$ cat config.mk
export PLATFORM = sky130hd
export DESIGN_NAME = rv_core
export DESIGN_NICKNAME = d
export VERILOG_FILES = /design/src/rv_pkg.sv /design/src/rv_ctrl_if.sv /design/src/rv_core.sv /design/src/rv_execute.sv /design/src/rv_alu.sv /design/src/rv_regfile.sv /design/src/rv_decoder.sv
export SDC_FILE = /design/constraint.sdc
export NUM_CORES = 2
export LEC_CHECK = 0
export BUFFER_PORTS_ARGS = -buffer_cell sky130_fd_sc_hd__buf_2
export CORE_AREA = 2 2 545 439
export CTS_BUF_LIST = sky130_fd_sc_hd__clkbuf_2
export CTS_CLUSTER_DIAMETER = 30
export DETAILED_ROUTE_END_ITERATION = 8
export DIE_AREA = 0 0 547 441
export GPL_TIMING_DRIVEN = 0
export PLACE_DENSITY = 0.4
export SLEW_MARGIN = 20
export SYNTH_ARGS = -nofsm -noshare
export SYNTH_HDL_FRONTEND = slang
export SYNTH_SLANG_ARGS = --single-unit
$ cat constraint.sdc
create_clock -name CLK -period 9.9 [get_ports CLK]
set_input_delay 0.495 -clock CLK [delete_from_list [all_inputs] [get_ports CLK]]
set_output_delay 0.495 -clock CLK [all_outputs]
set_load 0.01 [all_outputs]
$ cat src/rv_pkg.sv
`default_nettype none

package rv_pkg;

    ////////////////////
    // widths and word types
    localparam int XLEN   = 32;    // data path width
    localparam int REG_AW = 5;     // 32 architectural registers

    typedef logic [XLEN-1:0]   xlen_t;      // data word and address
    typedef logic [31:0]       instr_t;     // raw fetched instruction
    typedef logic [REG_AW-1:0] reg_addr_t;  // register index

    localparam xlen_t PC_STEP  = 32'd4;         // one instruction
    localparam xlen_t RESET_PC = 32'h0000_0000; // boot address

    ////////////////////
    // major opcodes
    localparam logic [6:0] OPC_OP     = 7'b0110011;  // reg-reg alu
    localparam logic [6:0] OPC_OP_IMM = 7'b0010011;  // reg-imm alu
    localparam logic [6:0] OPC_LUI    = 7'b0110111;
    localparam logic [6:0] OPC_AUIPC  = 7'b0010111;
    localparam logic [6:0] OPC_BRANCH = 7'b1100011;
    localparam logic [6:0] OPC_JAL    = 7'b1101111;
    localparam logic [6:0] OPC_JALR   = 7'b1100111;
    localparam logic [6:0] OPC_LOAD   = 7'b0000011;
    localparam logic [6:0] OPC_STORE  = 7'b0100011;

    // funct3 for op and op_imm
    localparam logic [2:0] F3_ADD_SUB = 3'b000;
    localparam logic [2:0] F3_SLL     = 3'b001;
    localparam logic [2:0] F3_SLT     = 3'b010;
    localparam logic [2:0] F3_SLTU    = 3'b011;
    localparam logic [2:0] F3_XOR     = 3'b100;
    localparam logic [2:0] F3_SRL_SRA = 3'b101;
    localparam logic [2:0] F3_OR      = 3'b110;
    localparam logic [2:0] F3_AND     = 3'b111;

    // funct3 for branches, 010 and 011 are reserved
    localparam logic [2:0] F3_BEQ  = 3'b000;
    localparam logic [2:0] F3_BNE  = 3'b001;
    localparam logic [2:0] F3_BLT  = 3'b100;
    localparam logic [2:0] F3_BGE  = 3'b101;
    localparam logic [2:0] F3_BLTU = 3'b110;
    localparam logic [2:0] F3_BGEU = 3'b111;

    localparam logic [2:0] F3_WORD = 3'b010;  // lw and sw only
    localparam logic [2:0] F3_JALR = 3'b000;

    localparam logic [6:0] F7_BASE = 7'b0000000;
    localparam logic [6:0] F7_ALT  = 7'b0100000;  // sub and sra

    ////////////////////
    // control encodings
    typedef enum logic [3:0] {
        ALU_ADD, ALU_SUB, ALU_SLL, ALU_SLT,
        ALU_SLTU, ALU_XOR, ALU_SRL, ALU_SRA,
        ALU_OR, ALU_AND, ALU_EQ, ALU_NE,
        ALU_LT, ALU_GE, ALU_LTU, ALU_GEU     // compare ops drive the flag only
    } alu_op_e;

    typedef enum logic [1:0] {OPA_RS1, OPA_PC, OPA_ZERO} op_a_sel_e;

    typedef enum logic [2:0] {
        OPB_RS2, OPB_IMM_I, OPB_IMM_U, OPB_IMM_S, OPB_FOUR
    } op_b_sel_e;

    typedef enum logic {WB_ALU, WB_LOAD} wb_sel_e;

endpackage

`default_nettype wire
$ cat src/rv_ctrl_if.sv
`timescale 1ns/10ps
`default_nettype none

// decoded control bundle, decoder to execute
interface rv_ctrl_if;

    rv_pkg::alu_op_e   alu_op;
    rv_pkg::op_a_sel_e op_a_sel;
    rv_pkg::op_b_sel_e op_b_sel;
    rv_pkg::wb_sel_e   wb_sel;
    logic              rf_we;      // register writeback
    logic              mem_req;    // data port access
    logic              mem_we;     // write when set
    logic              is_branch;  // conditional branch
    logic              is_jal;
    logic              is_jalr;
    logic              illegal;    // encoding outside the supported set

    modport decoder_mp (
        output alu_op, op_a_sel, op_b_sel, wb_sel, rf_we, mem_req, mem_we,
               is_branch, is_jal, is_jalr, illegal
    );

    modport execute_mp (
        input  alu_op, op_a_sel, op_b_sel, wb_sel, rf_we, mem_req, mem_we,
               is_branch, is_jal, is_jalr, illegal
    );

endinterface

`default_nettype wire

$ cat src/rv_core.sv
`timescale 1ns/10ps
`default_nettype none

module rv_core (
    input  logic           CLK,
    input  logic           RESET,
    // instruction port, data back in same cycle
    output rv_pkg::xlen_t  instr_addr_o,
    input  rv_pkg::instr_t instr_i,
    // data port, no wait states
    output logic           mem_req_o,
    output logic           mem_we_o,     // 1 write, 0 read
    output rv_pkg::xlen_t  mem_addr_o,
    output rv_pkg::xlen_t  mem_wdata_o,
    input  rv_pkg::xlen_t  mem_rdata_i,
    output logic           illegal_instr_o
);

    rv_pkg::reg_addr_t ra1;
    rv_pkg::reg_addr_t ra2;
    rv_pkg::reg_addr_t wa;
    rv_pkg::xlen_t     rd1;
    rv_pkg::xlen_t     rd2;
    rv_pkg::xlen_t     rf_wd;   // writeback data from execute
    logic              rf_we;

    // register fields of the fetched word
    assign ra1 = instr_i[19:15];
    assign ra2 = instr_i[24:20];
    assign wa  = instr_i[11:7];

    rv_ctrl_if u_ctrl_if ();

    ////////////////////
    // decode and register read side by side
    rv_decoder u_decoder (
        .instr_i (instr_i),
        .ctrl    (u_ctrl_if.decoder_mp)
    );

    rv_regfile u_regfile (
        .CLK   (CLK),
        .RESET (RESET),
        .ra1_i (ra1),
        .ra2_i (ra2),
        .wa_i  (wa),
        .wd_i  (rf_wd),
        .we_i  (rf_we),
        .rd1_o (rd1),
        .rd2_o (rd2)
    );

    rv_execute u_execute (
        .CLK         (CLK),
        .RESET       (RESET),
        .instr_i     (instr_i),
        .ctrl        (u_ctrl_if.execute_mp),
        .rd1_i       (rd1),
        .rd2_i       (rd2),
        .rf_wd_o     (rf_wd),
        .rf_we_o     (rf_we),
        .pc_o        (instr_addr_o),   // fetch address is the pc
        .mem_req_o   (mem_req_o),
        .mem_we_o    (mem_we_o),
        .mem_addr_o  (mem_addr_o),
        .mem_wdata_o (mem_wdata_o),
        .mem_rdata_i (mem_rdata_i),
        .illegal_o   (illegal_instr_o)
    );

endmodule

`default_nettype wire

$ cat src/rv_execute.sv
`timescale 1ns/10ps
`default_nettype none

module rv_execute (
    input  logic           CLK,
    input  logic           RESET,
    input  rv_pkg::instr_t instr_i,
    rv_ctrl_if.execute_mp  ctrl,
    input  rv_pkg::xlen_t  rd1_i,
    input  rv_pkg::xlen_t  rd2_i,
    output rv_pkg::xlen_t  rf_wd_o,
    output logic           rf_we_o,
    output rv_pkg::xlen_t  pc_o,
    output logic           mem_req_o,
    output logic           mem_we_o,
    output rv_pkg::xlen_t  mem_addr_o,
    output rv_pkg::xlen_t  mem_wdata_o,
    input  rv_pkg::xlen_t  mem_rdata_i,
    output logic           illegal_o
);

    rv_pkg::xlen_t pc_q;         // only state outside the regfile
    rv_pkg::xlen_t pc_next;
    rv_pkg::xlen_t pc_plus4;
    rv_pkg::xlen_t jalr_sum;     // rs1 plus imm_i before alignment
    rv_pkg::xlen_t imm_i;
    rv_pkg::xlen_t imm_s;
    rv_pkg::xlen_t imm_b;
    rv_pkg::xlen_t imm_u;
    rv_pkg::xlen_t imm_j;
    rv_pkg::xlen_t op_a;
    rv_pkg::xlen_t op_b;
    rv_pkg::xlen_t alu_result;
    logic          alu_flag;

    ////////////////////
    // immediates, sign extended from bit 31
    assign imm_i = {{20{instr_i[31]}}, instr_i[31:20]};
    assign imm_s = {{20{instr_i[31]}}, instr_i[31:25], instr_i[11:7]};
    assign imm_b = {{19{instr_i[31]}}, instr_i[31], instr_i[7], instr_i[30:25],
                    instr_i[11:8], 1'b0};
    assign imm_u = {instr_i[31:12], 12'b0};
    assign imm_j = {{11{instr_i[31]}}, instr_i[31], instr_i[19:12], instr_i[20],
                    instr_i[30:21], 1'b0};

    // operand select
    always_comb begin
        case (ctrl.op_a_sel)
            rv_pkg::OPA_RS1: op_a = rd1_i;
            rv_pkg::OPA_PC:  op_a = pc_q;
            default:         op_a = '0;     // lui
        endcase
        case (ctrl.op_b_sel)
            rv_pkg::OPB_RS2:   op_b = rd2_i;
            rv_pkg::OPB_IMM_I: op_b = imm_i;
            rv_pkg::OPB_IMM_U: op_b = imm_u;
            rv_pkg::OPB_IMM_S: op_b = imm_s;
            rv_pkg::OPB_FOUR:  op_b = rv_pkg::PC_STEP;  // jal/jalr link
            default:           op_b = '0;
        endcase
    end

    rv_alu u_alu (
        .op_i     (ctrl.alu_op),
        .a_i      (op_a),
        .b_i      (op_b),
        .result_o (alu_result),
        .flag_o   (alu_flag)
    );

    ////////////////////
    // writeback and data port
    assign rf_wd_o     = (ctrl.wb_sel == rv_pkg::WB_LOAD) ? mem_rdata_i : alu_result;
    assign rf_we_o     = ctrl.rf_we & ~RESET;
    assign mem_req_o   = ctrl.mem_req & ~RESET;
    assign mem_we_o    = ctrl.mem_req & ctrl.mem_we & ~RESET;
    assign mem_addr_o  = alu_result;   // rs1 + offset
    assign mem_wdata_o = rd2_i;        // full word store
    assign illegal_o   = ctrl.illegal & ~RESET;

    // next pc
    assign pc_plus4 = pc_q + rv_pkg::PC_STEP;
    assign jalr_sum = rd1_i + imm_i;

    always_comb begin
        if (ctrl.is_branch && alu_flag) begin
            pc_next = pc_q + imm_b;                 // taken branch
        end else if (ctrl.is_jal) begin
            pc_next = pc_q + imm_j;
        end else if (ctrl.is_jalr) begin
            pc_next = {jalr_sum[31:1], 1'b0};       // bit 0 cleared
        end else begin
            pc_next = pc_plus4;
        end
    end

    always_ff @(posedge CLK) begin
        if (RESET) begin
            pc_q <= rv_pkg::RESET_PC;
        end else begin
            pc_q <= pc_next;   // one instruction per edge
        end
    end

    assign pc_o = pc_q;

endmodule

`default_nettype wire

$ cat src/rv_alu.sv
`timescale 1ns/10ps
`default_nettype none

module rv_alu (
    input  rv_pkg::alu_op_e op_i,
    input  rv_pkg::xlen_t   a_i,
    input  rv_pkg::xlen_t   b_i,
    output rv_pkg::xlen_t   result_o,
    output logic            flag_o     // branch condition
);

    logic [4:0] shamt;   // shift amount from low bits of b

    assign shamt = b_i[4:0];

    always_comb begin
        result_o = '0;
        flag_o   = 1'b0;
        case (op_i)
            rv_pkg::ALU_ADD:  result_o = a_i + b_i;
            rv_pkg::ALU_SUB:  result_o = a_i - b_i;
            rv_pkg::ALU_SLL:  result_o = a_i << shamt;
            rv_pkg::ALU_SLT:  result_o = rv_pkg::xlen_t'($signed(a_i) < $signed(b_i));
            rv_pkg::ALU_SLTU: result_o = rv_pkg::xlen_t'(a_i < b_i);
            rv_pkg::ALU_XOR:  result_o = a_i ^ b_i;
            rv_pkg::ALU_SRL:  result_o = a_i >> shamt;
            rv_pkg::ALU_SRA:  result_o = $signed(a_i) >>> shamt;  // sign fill
            rv_pkg::ALU_OR:   result_o = a_i | b_i;
            rv_pkg::ALU_AND:  result_o = a_i & b_i;
            ////////////////////
            // branch compares
            rv_pkg::ALU_EQ:   flag_o = (a_i == b_i);
            rv_pkg::ALU_NE:   flag_o = (a_i != b_i);
            rv_pkg::ALU_LT:   flag_o = ($signed(a_i) < $signed(b_i));
            rv_pkg::ALU_GE:   flag_o = ($signed(a_i) >= $signed(b_i));
            rv_pkg::ALU_LTU:  flag_o = (a_i < b_i);
            rv_pkg::ALU_GEU:  flag_o = (a_i >= b_i);
            default: begin
                result_o = '0;
                flag_o   = 1'b0;
            end
        endcase
    end

endmodule

`default_nettype wire

$ cat src/rv_regfile.sv
`timescale 1ns/10ps
`default_nettype none

module rv_regfile (
    input  logic              CLK,
    input  logic              RESET,
    input  rv_pkg::reg_addr_t ra1_i,
    input  rv_pkg::reg_addr_t ra2_i,
    input  rv_pkg::reg_addr_t wa_i,
    input  rv_pkg::xlen_t     wd_i,
    input  logic              we_i,
    output rv_pkg::xlen_t     rd1_o,
    output rv_pkg::xlen_t     rd2_o
);

    rv_pkg::xlen_t regs [1:31];  // x0 has no storage

    // combinational reads, x0 reads zero
    assign rd1_o = (ra1_i == '0) ? '0 : regs[ra1_i];
    assign rd2_o = (ra2_i == '0) ? '0 : regs[ra2_i];

    always_ff @(posedge CLK) begin
        if (RESET) begin
            for (int i = 1; i < 32; i++) begin
                regs[i] <= '0;
            end
        end else if (we_i && (wa_i != '0)) begin  // drop x0 writes
            regs[wa_i] <= wd_i;
        end
    end

endmodule

`default_nettype wire

$ cat src/rv_decoder.sv
`timescale 1ns/10ps
`default_nettype none

module rv_decoder (
    input  rv_pkg::instr_t instr_i,
    rv_ctrl_if.decoder_mp  ctrl
);

    logic [6:0] opcode;
    logic [2:0] funct3;
    logic [6:0] funct7;
    logic       bad;     // raw illegal flag

    assign opcode = instr_i[6:0];
    assign funct3 = instr_i[14:12];
    assign funct7 = instr_i[31:25];

    // funct3 to alu op
    // alt bit picks sub and sra
    function automatic rv_pkg::alu_op_e arith_op(input logic [2:0] f3, input logic alt);
        case (f3)
            rv_pkg::F3_ADD_SUB: arith_op = alt ? rv_pkg::ALU_SUB : rv_pkg::ALU_ADD;
            rv_pkg::F3_SLL:     arith_op = rv_pkg::ALU_SLL;
            rv_pkg::F3_SLT:     arith_op = rv_pkg::ALU_SLT;
            rv_pkg::F3_SLTU:    arith_op = rv_pkg::ALU_SLTU;
            rv_pkg::F3_XOR:     arith_op = rv_pkg::ALU_XOR;
            rv_pkg::F3_SRL_SRA: arith_op = alt ? rv_pkg::ALU_SRA : rv_pkg::ALU_SRL;
            rv_pkg::F3_OR:      arith_op = rv_pkg::ALU_OR;
            default:            arith_op = rv_pkg::ALU_AND;  // F3_AND
        endcase
    endfunction

    always_comb begin
        // nop defaults
        ctrl.alu_op    = rv_pkg::ALU_ADD;
        ctrl.op_a_sel  = rv_pkg::OPA_RS1;
        ctrl.op_b_sel  = rv_pkg::OPB_RS2;
        ctrl.wb_sel    = rv_pkg::WB_ALU;
        ctrl.rf_we     = 1'b0;
        ctrl.mem_req   = 1'b0;
        ctrl.mem_we    = 1'b0;
        ctrl.is_branch = 1'b0;
        ctrl.is_jal    = 1'b0;
        ctrl.is_jalr   = 1'b0;
        bad            = 1'b0;

        case (opcode)
            rv_pkg::OPC_OP: begin
                ctrl.alu_op = arith_op(funct3, funct7[5]);
                ctrl.rf_we  = 1'b1;
                if (funct7 == rv_pkg::F7_ALT) begin  // only sub and sra
                    bad = (funct3 != rv_pkg::F3_ADD_SUB) && (funct3 != rv_pkg::F3_SRL_SRA);
                end else begin
                    bad = (funct7 != rv_pkg::F7_BASE);
                end
            end
            rv_pkg::OPC_OP_IMM: begin
                ctrl.op_b_sel = rv_pkg::OPB_IMM_I;
                ctrl.rf_we    = 1'b1;
                if (funct3 == rv_pkg::F3_SLL) begin
                    ctrl.alu_op = rv_pkg::ALU_SLL;
                    bad         = (funct7 != rv_pkg::F7_BASE);
                end else if (funct3 == rv_pkg::F3_SRL_SRA) begin
                    ctrl.alu_op = arith_op(funct3, funct7[5]);
                    bad         = (funct7 != rv_pkg::F7_BASE) && (funct7 != rv_pkg::F7_ALT);
                end else begin
                    ctrl.alu_op = arith_op(funct3, 1'b0);  // no subi
                end
            end
            rv_pkg::OPC_LUI: begin
                ctrl.op_a_sel = rv_pkg::OPA_ZERO;  // 0 + imm_u
                ctrl.op_b_sel = rv_pkg::OPB_IMM_U;
                ctrl.rf_we    = 1'b1;
            end
            rv_pkg::OPC_AUIPC: begin
                ctrl.op_a_sel = rv_pkg::OPA_PC;
                ctrl.op_b_sel = rv_pkg::OPB_IMM_U;
                ctrl.rf_we    = 1'b1;
            end
            rv_pkg::OPC_JAL, rv_pkg::OPC_JALR: begin
                ctrl.op_a_sel = rv_pkg::OPA_PC;    // link value pc + 4
                ctrl.op_b_sel = rv_pkg::OPB_FOUR;
                ctrl.rf_we    = 1'b1;
                ctrl.is_jal   = (opcode == rv_pkg::OPC_JAL);
                ctrl.is_jalr  = (opcode == rv_pkg::OPC_JALR);
                bad           = ctrl.is_jalr && (funct3 != rv_pkg::F3_JALR);
            end
            rv_pkg::OPC_BRANCH: begin
                ctrl.is_branch = 1'b1;  // rs1 vs rs2
                case (funct3)
                    rv_pkg::F3_BEQ:  ctrl.alu_op = rv_pkg::ALU_EQ;
                    rv_pkg::F3_BNE:  ctrl.alu_op = rv_pkg::ALU_NE;
                    rv_pkg::F3_BLT:  ctrl.alu_op = rv_pkg::ALU_LT;
                    rv_pkg::F3_BGE:  ctrl.alu_op = rv_pkg::ALU_GE;
                    rv_pkg::F3_BLTU: ctrl.alu_op = rv_pkg::ALU_LTU;
                    rv_pkg::F3_BGEU: ctrl.alu_op = rv_pkg::ALU_GEU;
                    default:         bad = 1'b1;  // reserved funct3
                endcase
            end
            rv_pkg::OPC_LOAD: begin
                ctrl.op_b_sel = rv_pkg::OPB_IMM_I;
                ctrl.wb_sel   = rv_pkg::WB_LOAD;
                ctrl.rf_we    = 1'b1;
                ctrl.mem_req  = 1'b1;
                bad           = (funct3 != rv_pkg::F3_WORD);  // lw only
            end
            rv_pkg::OPC_STORE: begin
                ctrl.op_b_sel = rv_pkg::OPB_IMM_S;
                ctrl.mem_req  = 1'b1;
                ctrl.mem_we   = 1'b1;
                bad           = (funct3 != rv_pkg::F3_WORD);  // sw only
            end
            default: bad = 1'b1;  // fence, system and unknown
        endcase

        // illegal acts as a nop with pc + 4
        if (bad) begin
            ctrl.rf_we     = 1'b0;
            ctrl.mem_req   = 1'b0;
            ctrl.mem_we    = 1'b0;
            ctrl.is_branch = 1'b0;
            ctrl.is_jal    = 1'b0;
            ctrl.is_jalr   = 1'b0;
        end
        ctrl.illegal = bad;
    end

endmodule

`default_nettype wire

==> impl_metrics.ini <==
[synth]
syn-mean-instance-area_um2 = 11.4
synth_edf_count = 1024
yosys.area.top_type = edfxtp_1
yosys-top-cells-area = edfxtp_1 44%, mux4_2 15%, nor2_1 5.8%, mux2i_1 3.7%, ha_1 3.1%
ys_seq_elements = 1055
synth_cells = 6178
async_flop_share = 0
synth_top_area_frac = 0.436
synth_ff_type = edfxtp_1
ys_types = 112
synth.yosys.warnings = 0
synth_commonest_cells = 1091 x nor2_1, 1024 x edfxtp_1, 479 x mux4_2
ys_seq_area_frac = 0.445
syn_area_mm2 = 0.0704
synth_most_common_cell = nor2_1

[grt]
antenna_found_initial = 44
overflow = 0
met3_usage = 0.131
grt_pass1_wl_mm = 585
busiest_layer = met1
grtUsageTotal = 0.365
met1_usage = 0.522
grt_pass1_vias = 61200
grt_max_degree = 45
use_met2 = 0.499

[layout]
regArea_mm2 = 0.0314
fin_util = 0.345
multi_input_area_mm2 = 0.0364
drive_gt1_frac = 0.253
fillCellCount = 24000
instances_no_fill = 10300
final_area_mm2 = 0.0815
syn_to_final_growth_pct = 15.7
num-nets-final = 7115

[detailed_routing]
finalWirelength_mm = 455
num_vias = 65300
route.detailed.drc = 0
first_iter_violations = 10400
ant_nets = 0
post_drt_wl_per_cell_um = 44.3
viasPerCell = 6.36
dr.pass1.iters = 6

[run_status]
status = complete, but fails checks
violations = setup timing

[clock_network]
clk_pin_slew_ns = 0.09
cts_sinks = 1055
root_buffer = clkbuf_2
clk_latency_ns = 1.66
numCtsBuffers = 312
cts_buffer_depth = 4
cts_htree_levels = 5
tritoncts = built

[worst_setup_path]
arrival_ns = 11.76
start_kind = input port
worstPathRequired_ns = 11.42
crit_family = buffers and inverters
worst_path_max_delay_cell = or4_4
crit_path_cell_trace = buf_2 > buf_2 > buf_2 > clkbuf_2 > clkbuf_2 > clkbuf_2 > mux4_2 > mux4_2 > mux2i_1 > nor2_1 > a22oi_2 > ha_2 > inv_1 > nor4_1 > nand4b_1 > or4_4 > xnor2_1 > o21ai_0 > a211o_1 > nand2_1 > a2111oi_0 > a31o_2 > dlygate4sd3_1
critical_path.max_stage_delay_ns = 0.79
r2r_slack_ns = 0.72
cp_max_fo = 10
end_kind = flop
cp.buffers_inverters = 8
crit_type = input port to flop

[timing]
rsz0062_at_grt = false
fin_ws_ns = -0.346
maxSlewViolCount = 0
worst_pin_slew_ns = 1.33
skew_ns = 0.203
setup_viol = 10
fin_crit_sh = 1.03
fin_crit_ns = 10.25
fmax_ghz = 0.0976
final.setup.tns_ns = -1.77
hold_viol = 0
slew_headroom = 0.110

[floorplan]
die-area_mm2 = 0.241
row_count = 160
io_pins = 165
die_w_um = 547
die_h_um = 441
core_area_mm2 = 0.236
initial_core_util = 0.298

[placed_design]
place_hpwl_mm = 353
place_inst = 9614
gp_congestion = 1.04
io_buffers = 163
placed_cell_area_mm2 = 0.0774
pre_cts_slack_ns = -3.57

[min_path]
hold_path.class = input port to flop

[power_and_ir_drop]
leakage_uw = 0.0314
peakVddDrop_v = 0.0000848
p_per_area_mw_per_mm2 = 177

[run]
cap_viol_max_count = 0
[metal layers]
layer / vias to the layer above / routed length, um
li1: 25500 / -
met1: 34300 / 196000
met2: 4662 / 180000
met3: 781 / 59100
met4: 12 / 19000
met5: - / 89
[final cells by class]
cell class,instances,area share
tap,3159,0.0485
inverter,155,0.00715
buffer,583,0.0381
clock inverter,85,0.00618
clock buffer,436,0.0268
multi-input combinational,4412,0.447
timing repair buffer,352,0.0410
sequential,1055,0.385
antenna,20,0.000614
[repair_timing]
action	in CTS	in global routing
hold endpoints to repair	1000	0
buffers inserted	3	0
setup endpoints to repair	314	34
gates resized for setup	51	24
hold buffers	104	0
pin swaps	3	2
[path summary, 6_finish.rpt]
check                             start                    end  depth (start not counted)
setup / recovery            instr_i[21]     u_execute.pc_o[27]                         23
hold / removal          mem_rdata_i[15]  u_regfile.regs[7][15]                          4
setup reg to reg  u_regfile.regs[11][1]     u_execute.pc_o[27]                         21
hold reg to reg       u_execute.pc_o[1]      u_execute.pc_o[1]                          4
[tightest hold or removal path: cells and delay by family]
kind,cells,cell delay [ns]
buf+inv,2,0.63
compound gates,1,0.25
simple gates,1,0.16
[cell usage in the layout (no fill, tap or decap), types with 88 or more instances in the layout]
cell type,Yosys,routed
a211oi_1,99,90
a21o_1,88,88
a21oi_1,234,231
buf_2,141,316
clkbuf_1,334,239
clkbuf_2,0,529
dlygate4sd3_1,0,104
edfxtp_1,1024,1024
ha_1,173,172
inv_1,134,134
mux2i_1,262,252
mux4_2,479,479
nand2_1,288,257
nor2_1,1091,1086
nor3_1,212,209
o21ai_0,143,140
[power breakdown]
group	switching, uW	total (uW)	internal (uW)	leakage [uW]
clock	2150	3460	1310	0.00208
sequential	121	5200	5080	0.0108
combinational	4190	5770	1580	0.0185
total	6460	14400	7970	0.0314
[cell families after synthesis]
logic type / count (synthesis) / synth area share
mux: 765 / 0.196
compound gates: 1309 / 0.137
fa+ha+maj: 178 / 0.0321
simple gates: 2028 / 0.128
other cells: 1 / 0.0000532
flops: 1055 / 0.445
xor+xnor: 99 / 0.0123
buf+inv: 743 / 0.0496
[flip-flops by register name, indices dropped and copies added, names as in the netlist]
name            flops
u_regfile.regs   1024
u_execute.pc_o     31
[stage by stage]
step	hold slack (ns)	total power, uW
floorplan	0.702	8030
global placement	0.800	10600
detailed placement	0.841	10800
CTS	0.00203	14200
global route	0.0293	14700
finish	0.0893	14400
(Power assumes the default switching activity.)
